## config.mk

```make
export PLATFORM = sky130hd
export DESIGN_NAME = gameDisplay
export DESIGN_NICKNAME = d
export VERILOG_FILES = /design/src/design/displayPkg.sv /design/src/design/scenePkg.sv /design/src/design/tickDivider.sv /design/src/design/rasterWalker.sv /design/src/design/sceneController.sv /design/src/design/gameDisplay.sv
export SDC_FILE = /design/constraint.sdc
export NUM_CORES = 1
export LEC_CHECK = 0
export BUFFER_PORTS_ARGS = -buffer_cell sky130_fd_sc_hd__buf_2
export CORE_MARGIN = 1
export CORE_UTILIZATION = 45
export CTS_CLUSTER_DIAMETER = 60
export DETAILED_ROUTE_END_ITERATION = 12
export PLACE_DENSITY = 0.65
export SETUP_SLACK_MARGIN = 0.1
export SLEW_MARGIN = 25
export SYNTH_ARGS = -nofsm -noshare
export SYNTH_HDL_FRONTEND = slang
export SYNTH_SLANG_ARGS = --single-unit
```

## constraint.sdc

```tcl
create_clock -name clk -period 2.3 [get_ports clk]
set_clock_uncertainty 0.2 [all_clocks]
set_input_delay 0.46 -clock clk [delete_from_list [all_inputs] [get_ports clk]]
set_output_delay 0.46 -clock clk [all_outputs]
set_load 0.01 [all_outputs]
```

## src/design/displayPkg.sv

```systemverilog
package displayPkg;

	// Pixel coordinate, holds up to 255
	typedef logic [7:0] coordT;

	// Image ROM address, 160 x 120 needs 15 bits
	typedef logic [14:0] romAddrT;

	// Default VGA screen in pixels
	localparam int SCREEN_W = 160;
	localparam int SCREEN_H = 120;

	// Square sprite side
	localparam int SPRITE_SIZE = 40;

	// Clocks per tick, 4 Hz on a 50 MHz clock
	localparam int TICK_CYCLES = 12_500_000;

	// Dog origin, sprite fills the right quarter
	function automatic coordT DOG_X(input int screenW);
		return coordT'(screenW - screenW / 4);
	endfunction

	// Cat origin, one eighth in from the left
	function automatic coordT CAT_X(input int screenW);
		return coordT'(screenW / 8);
	endfunction

	// Both sprites centred on the vertical axis
	function automatic coordT SPRITE_Y(input int screenH, input int spriteSize);
		return coordT'((screenH - spriteSize) / 2);
	endfunction

endpackage

```

## src/design/scenePkg.sv

```systemverilog
package scenePkg;

	// Image select, picks the ROM outside the design
	typedef enum logic [2:0] {
		imgTitle1 = 3'd0,
		imgTitle2 = 3'd1,
		imgTitle3 = 3'd2,
		imgDog    = 3'd3,
		imgCat    = 3'd4,
		imgBlank  = 3'd5
	} imageT;

	// Controller states
	typedef enum logic [3:0] {
		// Full screen title raster
		sTitleDraw = 4'd0,
		// Hold title until next tick
		sTitleWait = 4'd1,
		// Sprites of the scene
		sDog       = 4'd2,
		sCat       = 4'd3,
		// Hold scene until next tick
		sSceneWait = 4'd4,
		// Clear screen before redraw
		sBlank     = 4'd5
	} sceneStateT;

	// Rectangle to draw, origin plus extent
	typedef struct packed {
		imageT             image;
		displayPkg::coordT x;
		displayPkg::coordT y;
		displayPkg::coordT width;
		displayPkg::coordT height;
	} drawCmdT;

	// One plotted pixel
	typedef struct packed {
		displayPkg::coordT   x;
		displayPkg::coordT   y;
		imageT               image;
		displayPkg::romAddrT romAddr;
	} pixelT;

endpackage

```

## src/design/tickDivider.sv

```systemverilog
`timescale 1ns/10ps

module tickDivider #(
	parameter int TICK_CYCLES = displayPkg::TICK_CYCLES
) (
	input  logic clk,
	input  logic reset,
	input  logic tickRestart,
	output logic tick
);

	// Counter wide enough for the whole period
	localparam int COUNT_W = $clog2(TICK_CYCLES + 1);

	typedef logic [COUNT_W-1:0] countT;

	// Zero is reached TICK_CYCLES clocks after a reload
	localparam countT RELOAD = countT'(TICK_CYCLES - 1);

	countT count;

	// One cycle pulse at terminal count
	assign tick = (count == '0);

	always_ff @(posedge clk) begin
		// Restart lines the period up with the end of a frame
		if (reset || tickRestart || tick) begin
			count <= RELOAD;
		end else begin
			count <= count - 1'b1;
		end
	end

endmodule

```

## src/design/rasterWalker.sv

```systemverilog
`timescale 1ns/10ps

module rasterWalker (
	input  logic              clk,
	input  logic              reset,
	input  scenePkg::drawCmdT cmd,
	input  logic              drawReq,
	output logic              drawAck,
	output scenePkg::pixelT   pixel,
	output logic              plot
);

	// Command held for the rectangle in flight
	scenePkg::drawCmdT cmdReg;

	// Position inside the rectangle
	displayPkg::coordT xOff;
	displayPkg::coordT yOff;

	// ROM address, one step per pixel
	displayPkg::romAddrT addr;

	logic busy;
	logic start;
	logic rowEnd;
	logic lastPixel;

	// New request only once the previous ack has gone low
	assign start = drawReq && !drawAck && !busy;

	// End of row and end of rectangle
	assign rowEnd = (xOff == cmdReg.width - 1'b1);
	assign lastPixel = rowEnd && (yOff == cmdReg.height - 1'b1);

	// Handshake and busy flag
	always_ff @(posedge clk) begin
		if (reset) begin
			busy <= 1'b0;
			drawAck <= 1'b0;
		end else begin
			if (start) begin
				busy <= 1'b1;
			end else if (busy && lastPixel) begin
				// Ack follows the last pixel by one cycle
				busy <= 1'b0;
				drawAck <= 1'b1;
			end
			// Return to idle once request is released
			if (drawAck && !drawReq) begin
				drawAck <= 1'b0;
			end
		end
	end

	// Raster position and address
	always_ff @(posedge clk) begin
		if (start) begin
			cmdReg <= cmd;
			xOff <= '0;
			yOff <= '0;
			addr <= '0;
		end else if (busy) begin
			addr <= addr + 1'b1;
			// Row major walk
			if (rowEnd) begin
				xOff <= '0;
				yOff <= yOff + 1'b1;
			end else begin
				xOff <= xOff + 1'b1;
			end
		end
	end

	// Every busy cycle is a pixel
	assign plot = busy;

	// Screen coordinate is origin plus offset
	always_comb begin
		pixel.x = cmdReg.x + xOff;
		pixel.y = cmdReg.y + yOff;
		pixel.image = cmdReg.image;
		pixel.romAddr = addr;
	end

endmodule

```

## src/design/sceneController.sv

```systemverilog
`timescale 1ns/10ps

module sceneController #(
	parameter int SCREEN_W    = displayPkg::SCREEN_W,
	parameter int SCREEN_H    = displayPkg::SCREEN_H,
	parameter int SPRITE_SIZE = displayPkg::SPRITE_SIZE
) (
	input  logic              clk,
	input  logic              reset,
	input  logic              userCont,
	input  logic              tick,
	output logic              tickRestart,
	output scenePkg::drawCmdT cmd,
	output logic              drawReq,
	input  logic              drawAck
);

	// Full screen extent
	localparam displayPkg::coordT FULL_W = displayPkg::coordT'(SCREEN_W);
	localparam displayPkg::coordT FULL_H = displayPkg::coordT'(SCREEN_H);

	// Sprite extent and origins
	localparam displayPkg::coordT SPRITE_SIDE = displayPkg::coordT'(SPRITE_SIZE);
	localparam displayPkg::coordT DOG_ORIGIN_X = displayPkg::DOG_X(SCREEN_W);
	localparam displayPkg::coordT CAT_ORIGIN_X = displayPkg::CAT_X(SCREEN_W);
	localparam displayPkg::coordT SPRITE_ORIGIN_Y = displayPkg::SPRITE_Y(SCREEN_H, SPRITE_SIZE);

	scenePkg::sceneStateT state;

	// Title currently shown
	scenePkg::imageT titleImg;
	scenePkg::imageT nextTitle;

	logic pressLatch;
	logic pressSeen;
	logic drawState;
	logic frameDone;

	// States that hold a draw command
	assign drawState = (state == scenePkg::sTitleDraw) || (state == scenePkg::sDog) ||
		(state == scenePkg::sCat) || (state == scenePkg::sBlank);

	// Ack seen while still requesting
	assign frameDone = drawReq && drawAck;

	// Press on the closing cycle counts too
	assign pressSeen = pressLatch || userCont;

	// Title order 1, 2, 3, 1
	always_comb begin
		case (titleImg)
			scenePkg::imgTitle1: nextTitle = scenePkg::imgTitle2;
			scenePkg::imgTitle2: nextTitle = scenePkg::imgTitle3;
			default: nextTitle = scenePkg::imgTitle1;
		endcase
	end

	// Tick period starts when a frame that waits ends
	assign tickRestart = frameDone &&
		(((state == scenePkg::sTitleDraw) && !pressSeen) || (state == scenePkg::sCat));

	always_ff @(posedge clk) begin
		if (reset) begin
			state <= scenePkg::sTitleDraw;
			titleImg <= scenePkg::imgTitle1;
			pressLatch <= 1'b0;
			drawReq <= 1'b0;
		end else begin
			// Press only matters during a title raster
			if ((state == scenePkg::sTitleDraw) && userCont) begin
				pressLatch <= 1'b1;
			end
			// Four phase request, wait for ack low before raising
			if (drawState && !drawReq && !drawAck) begin
				drawReq <= 1'b1;
			end else if (frameDone) begin
				drawReq <= 1'b0;
			end
			case (state)
				scenePkg::sTitleDraw: begin
					if (frameDone && pressSeen) begin
						// Straight to the scene, no tick
						state <= scenePkg::sDog;
						pressLatch <= 1'b0;
					end else if (frameDone) begin
						state <= scenePkg::sTitleWait;
					end
				end
				scenePkg::sTitleWait: begin
					if (tick) begin
						titleImg <= nextTitle;
						state <= scenePkg::sTitleDraw;
					end
				end
				scenePkg::sDog: begin
					if (frameDone) state <= scenePkg::sCat;
				end
				scenePkg::sCat: begin
					if (frameDone) state <= scenePkg::sSceneWait;
				end
				scenePkg::sSceneWait: begin
					if (tick) state <= scenePkg::sBlank;
				end
				scenePkg::sBlank: begin
					// Cleared, redraw both sprites
					if (frameDone) state <= scenePkg::sDog;
				end
				default: state <= scenePkg::sTitleDraw;
			endcase
		end
	end

	// Command per state, full screen unless a sprite
	always_comb begin
		cmd.image = titleImg;
		cmd.x = '0;
		cmd.y = '0;
		cmd.width = FULL_W;
		cmd.height = FULL_H;
		case (state)
			scenePkg::sDog: begin
				cmd.image = scenePkg::imgDog;
				cmd.x = DOG_ORIGIN_X;
				cmd.y = SPRITE_ORIGIN_Y;
				cmd.width = SPRITE_SIDE;
				cmd.height = SPRITE_SIDE;
			end
			scenePkg::sCat: begin
				cmd.image = scenePkg::imgCat;
				cmd.x = CAT_ORIGIN_X;
				cmd.y = SPRITE_ORIGIN_Y;
				cmd.width = SPRITE_SIDE;
				cmd.height = SPRITE_SIDE;
			end
			scenePkg::sBlank: cmd.image = scenePkg::imgBlank;
			default: cmd.image = titleImg;
		endcase
	end

endmodule

```

## src/design/gameDisplay.sv

```systemverilog
`timescale 1ns/10ps

module gameDisplay #(
	parameter int SCREEN_W    = displayPkg::SCREEN_W,
	parameter int SCREEN_H    = displayPkg::SCREEN_H,
	parameter int SPRITE_SIZE = displayPkg::SPRITE_SIZE,
	parameter int TICK_CYCLES = displayPkg::TICK_CYCLES
) (
	input  logic            clk,
	input  logic            reset,
	input  logic            userCont,
	output scenePkg::pixelT pixel,
	output logic            plot
);

	// Draw command handshake
	scenePkg::drawCmdT cmd;
	logic drawReq;
	logic drawAck;

	// Slow pacing
	logic tick;
	logic tickRestart;

	// Picks what to draw and when
	sceneController #(
		.SCREEN_W   (SCREEN_W),
		.SCREEN_H   (SCREEN_H),
		.SPRITE_SIZE(SPRITE_SIZE)
	) i_sceneController (
		.clk        (clk),
		.reset      (reset),
		.userCont   (userCont),
		.tick       (tick),
		.tickRestart(tickRestart),
		.cmd        (cmd),
		.drawReq    (drawReq),
		.drawAck    (drawAck)
	);

	// Turns commands into pixels
	rasterWalker i_rasterWalker (
		.clk    (clk),
		.reset  (reset),
		.cmd    (cmd),
		.drawReq(drawReq),
		.drawAck(drawAck),
		.pixel  (pixel),
		.plot   (plot)
	);

	tickDivider #(
		.TICK_CYCLES(TICK_CYCLES)
	) i_tickDivider (
		.clk        (clk),
		.reset      (reset),
		.tickRestart(tickRestart),
		.tick       (tick)
	);

endmodule

```

# Word level (Yosys, flattened, before mapping)
# Index checks and enable logic that the tools add are counted.
# word_totals
ff_bits,101
input_bits,3
elab_cells,90
# op_classes
bitwise_logic,1
n_reduce_logical,33
n_eq_ne,14
mux,19
addsub,8
# ops
cell,n
$pmux W31 S2,1
$mux W4,7
$logic_not A24 Y1,1
$pmux W4 S6,1
$sub A24 B1 Y24 const B,1
$add A8 B1 Y8 const B,2
$add A8 B8 Y8,2
$eq A8 B8 Y1,2
$sub A8 B1 Y8 const B,2
$add A15 B1 Y15 const B,1
$logic_and A1 B1 Y1,12
$ne A2 B1 Y1 const B,5
$pmux W3 S3,1
$eq A4 B2 Y1 const B,2
$eq A4 B3 Y1 const B,2
$mux W8,1
$logic_or A1 B1 Y1,7
$mux W1,7
$reduce_and A2 Y1,3
$reduce_and A6 Y1,1
$eq A4 B1 Y1 const B,1
$logic_not A1 Y1,4
$logic_not A4 Y1,1
$pmux W2 S2,1
other kinds (6),7

# Depth between registers and ports, before layout
# depth
ltp_word,7
depth_mapped,8
ltp_nobuf,7

# Cells and area by module
# A second synthesis with hierarchy kept.
# unflattened
cells_unflattened,548
hier_area_um2,5345.1
# by_module_without_submodules
mod,cells_each,n_inst,area_per_inst_um2
rasterWalker,334,1,3490.8
tickDivider,131,1,1196.1
sceneController,83,1,658.1

# Worst setup path before layout
# OpenSTA, ideal clock, no wires.
# synth_path
kind,register to register
start,register i_tickDivider.count[14]
end,register i_sceneController.titleImg[0]
setup_ns,0.128
setup_slack_ns,0.108
arrival_time_ns,1.864
period_less_slack_ns,2.192
stages_incl_launch_ff,6
required_time_ns,1.972
n_path_buf,0
path_cell_list,dfxtp_1 > or4_4 > or3_4 > or4_4 > mux2i_1 > nor2_1
# synth_via
elab_chain_cells,2
# synth_rtl
item,line,rtl
"start, declared",tickDivider.sv:20,countT count;
"start signal, assigned",tickDivider.sv:30,count <= count - 1'b1;
$logic_not A24 Y1,tickDivider.sv:23,assign tick = (count == '0);
$reduce_and A2 Y1 (no line),n/a,
"end signal, assigned",sceneController.sv:65,titleImg <= scenePkg::imgTitle1;
"end signal, assigned",sceneController.sv:91,titleImg <= nextTitle;
"end, declared",sceneController.sv:31,scenePkg::imageT titleImg;
# Every way passes these cells.
# A chain may end at the register's enable or synchronous reset.

==> results.yml <==
final_layout:
  final_common_cell: "dfxtp_1"
  layout_common_cells: "dfxtp_1, nor2_1, buf_2"
  multi_input_area_um2: 2013
  drive_above_1_share_pct: 25.91
  syn_to_final_growth_pct: 23.32
  nFillCells: 642
  diodes: 0
  seq_area_um2: 1495
  final_nets: 453
  final_area_um2: 4268
grt:
  grt-ovfl-total: 0
  grtUsageTotal_pct: 18.32
  grt_pass1_wl_um: 11360
  grt_max_degree: 26
  antenna_found_initial: 0
  grt_pass1_vias: 2585
placed_design:
  place.gp.congestion: 0.7997
  place_area_um2: 3779
  numPortBuffers: 37
  hpwl_um: 4541
drt:
  postRouteAntennaNets: 0
  dr_total_vias: 2718
  drc: 0
  dr.pass1.iters: 4
  wire_per_inst_um: 12.65
  viasPerCell: 5.043
  drt_iter0_drc: 108
  wl_um: 6819
worst_setup_path:
  r2r_slack_ns: 0.04
  worstSetupEndpointType: "primary output"
  crit_arrival_ns: 1.87
  critPathRequiredTime_ns: 1.64
  r2r-end: "i_sceneController.titleImg[0]$_SDFFE_PP0P_"
  critical_path.max_fanout: 4
  startpoint_type: "flop"
  critical_path_class: "flop to primary output"
  endpoint: "pixel[33]"
  cp-startpoint: "i_rasterWalker.cmdReg[11]$_DFFE_PP_"
  timing.rr.start: "i_tickDivider.count[14]$_SDFF_PP0_"
  reg2reg_depth: 5
synth:
  synth_adder_area_share_pct: 5.278
  postSynthAreaPerCell_um2: 8.989
  synth_edf_count: 7
  ys_seq_elements: 71
  syn_inst: 385
  synth_cell_types: 47
  synth.area.mux_share_pct: 1.735
  syn-num-nets: 402
  synthSimpleGateAreaFrac_pct: 25.31
  syn-cell-area_um2: 3461
  yosys_warnings: 0
  synth_top_family_by_area: "simple AND/OR/NAND/NOR gates"
  synth_xor_area_share_pct: 13.92
  synth-compound-area-share_pct: 6.508
  yosysSeqAreaShare_pct: 43.09
  async_flop_share_pct: 0
  synthFlopType: "dfxtp_1"
timing:
  fmax_mhz: 395.2
  rsz0062_at_grt: "true"
  maxSlewHeadroom_pct: 64.38
  finalHoldViolations: 0
  worst_slack_ns: -0.2307
  worstMarginPinSlew_ns: 0.5331
  setup_violations: 5
  maxSlewViolCount: 0
  period_needed_ns: 2.531
  fin_crit_sh_pct: 110.0
  hold_slack_ns: 0.2204
floorplanning:
  die_w_um: 89.70
  start_util_pct: 47.21
  die_h_um: 89.70
  fp.dieArea_um2: 8045
  rows: 31
  coreArea_um2: 7331
  io_pins: 38
cts:
  cts_tree: "yes"
  clock_latency_ns: 0.34
  h-tree-depth: 3
  cts-root-buf: "clkbuf_8"
  clock_sinks: 71
  cts_buffers: 9
  ctsHoldBuffers: 0
  path_clk_slew_ns: 0.08
  clock_path_buffers: 2
status:
  status: "finished with violations"
  violations: "setup timing"
power_and_ir_drop:
  ir_drop_mv: 0.5237
  power.density_nw_per_um2: 605.7
  p_leak_uw: 0.001737
job:
  maxCapViolCount: 0
min_path:
  hold_path_depth: 1
  hp-class: "flop to flop"
==> per-layer routing <==
| layer | part of all wire [%] | vias to the layer above | track usage (%) |
|---|---|---|---|
| li1 | - | 1402 | - |
| met1 | 46 | 1266 | 21.60 |
| met3 | 3.2 | 7 | 5.484 |
| met5 | 0 | - | 0 |
| met4 | 1.1 | 0 | 4.329 |
| met2 | 50 | 43 | 32.64 |
==> cell usage after synthesis, types with 10 or more instances <==
master,count,area [um^2]
dfxtp_1,64,1281
clkbuf_1,11,41.29
nand4_1,10,62.56
xnor2_1,32,280.3
nor3_1,16,80.08
nand2_1,36,135.1
ha_1,13,162.7
nand3_1,11,55.05
xor2_1,23,201.4
a21oi_1,10,50.05
nor2_1,62,232.7
==> critical path, cell delays in order, from the launching register on <==
cell      delay, ns
edfxtp_1       0.43
ha_1           0.39
a21oi_2        0.20
o21bai_1       0.08
a21oi_1        0.16
xnor2_1        0.13
buf_2          0.14
==> sequential cells by signal (all words and copies together), names as in the netlist <==
register,flops
i_tickDivider.count,24
i_rasterWalker.addr,15
i_rasterWalker.xOff,8
i_rasterWalker.yOff,8
i_rasterWalker.cmdReg,4
i_rasterWalker.pixel,3
i_sceneController.state,3
i_sceneController.titleImg,2
i_rasterWalker.drawAck,1
i_rasterWalker.plot,1
i_sceneController.drawReq,1
i_sceneController.pressLatch,1
==> per-stage QoR <==
step | cells | setup TNS [ns] | power (uW) | util, % | worst slack, ns
global route | 539 | -1.307 | 2704 | 58.22 | -0.3474
floorplan | 385 | 0 | 1544 | - | 0.1082
CTS | 536 | -0.6989 | 2602 | 56.67 | -0.2327
global placement | 514 | 0 | 1612 | 51.54 | 0.05333
finish | 539 | -0.6948 | 2585 | 58.22 | -0.2307
detailed placement | 514 | 0 | 1620 | 51.54 | 0.03413
==> power by group <==
group | total [uW] | leakage, uW | internal (uW) | switching, uW
Combinational | 265 | 0.00106 | 123 | 142
Clock | 974 | 0.0000952 | 521 | 453
Sequential | 1350 | 0.000585 | 1290 | 52.0
==> repair_timing <==
action,in CTS,in global routing
endpoints found under the setup margin,17,38
resized for setup,25,22
buffers inserted,12,2
cloned,0,1
pin swaps,13,21
==> worst min-delay path by stage <==
| stage | from | slack [ns] | endpoint |
|---|---|---|---|
| after global placement | i_tickDivider.count[0]$_SDFF_PP1_ | 0.20 | i_tickDivider.count[0]$_SDFF_PP1_ |
| after floorplan | i_tickDivider.count[0]$_SDFF_PP1_ | 0.18 | i_tickDivider.count[0]$_SDFF_PP1_ |
| after CTS | i_tickDivider.count[0]$_SDFF_PP1_ | 0.22 | i_tickDivider.count[0]$_SDFF_PP1_ |
| final | i_tickDivider.count[0]$_SDFF_PP1_ | 0.22 | i_tickDivider.count[0]$_SDFF_PP1_ |
| after global routing | i_tickDivider.count[0]$_SDFF_PP1_ | 0.24 | i_tickDivider.count[0]$_SDFF_PP1_ |
| after detailed placement | i_tickDivider.count[0]$_SDFF_PP1_ | 0.21 | i_tickDivider.count[0]$_SDFF_PP1_ |
==> cell families (layout without fill, tap and decap cells) <==
logic type	count (synthesis)	count (layout)
adders and majority gates	14	14
AOI/OAI and AO/OA	35	35
xor gates and xnor gates	55	55
muxes	6	6
buffers and inverters	28	83
and+or+nand+nor	176	176
DFF	71	71
==> final cells by class <==
cell class	instances	share of cell area, %
Multi-Input combinational cell	286	47.17
Sequential cell	71	35.03
Timing Repair Buffer	62	9.938
Clock buffer	11	3.313
Tap cell	99	2.902
Clock inverter	4	1.114
Inverter	6	0.5277
Power figures use the tool's default switching activity.
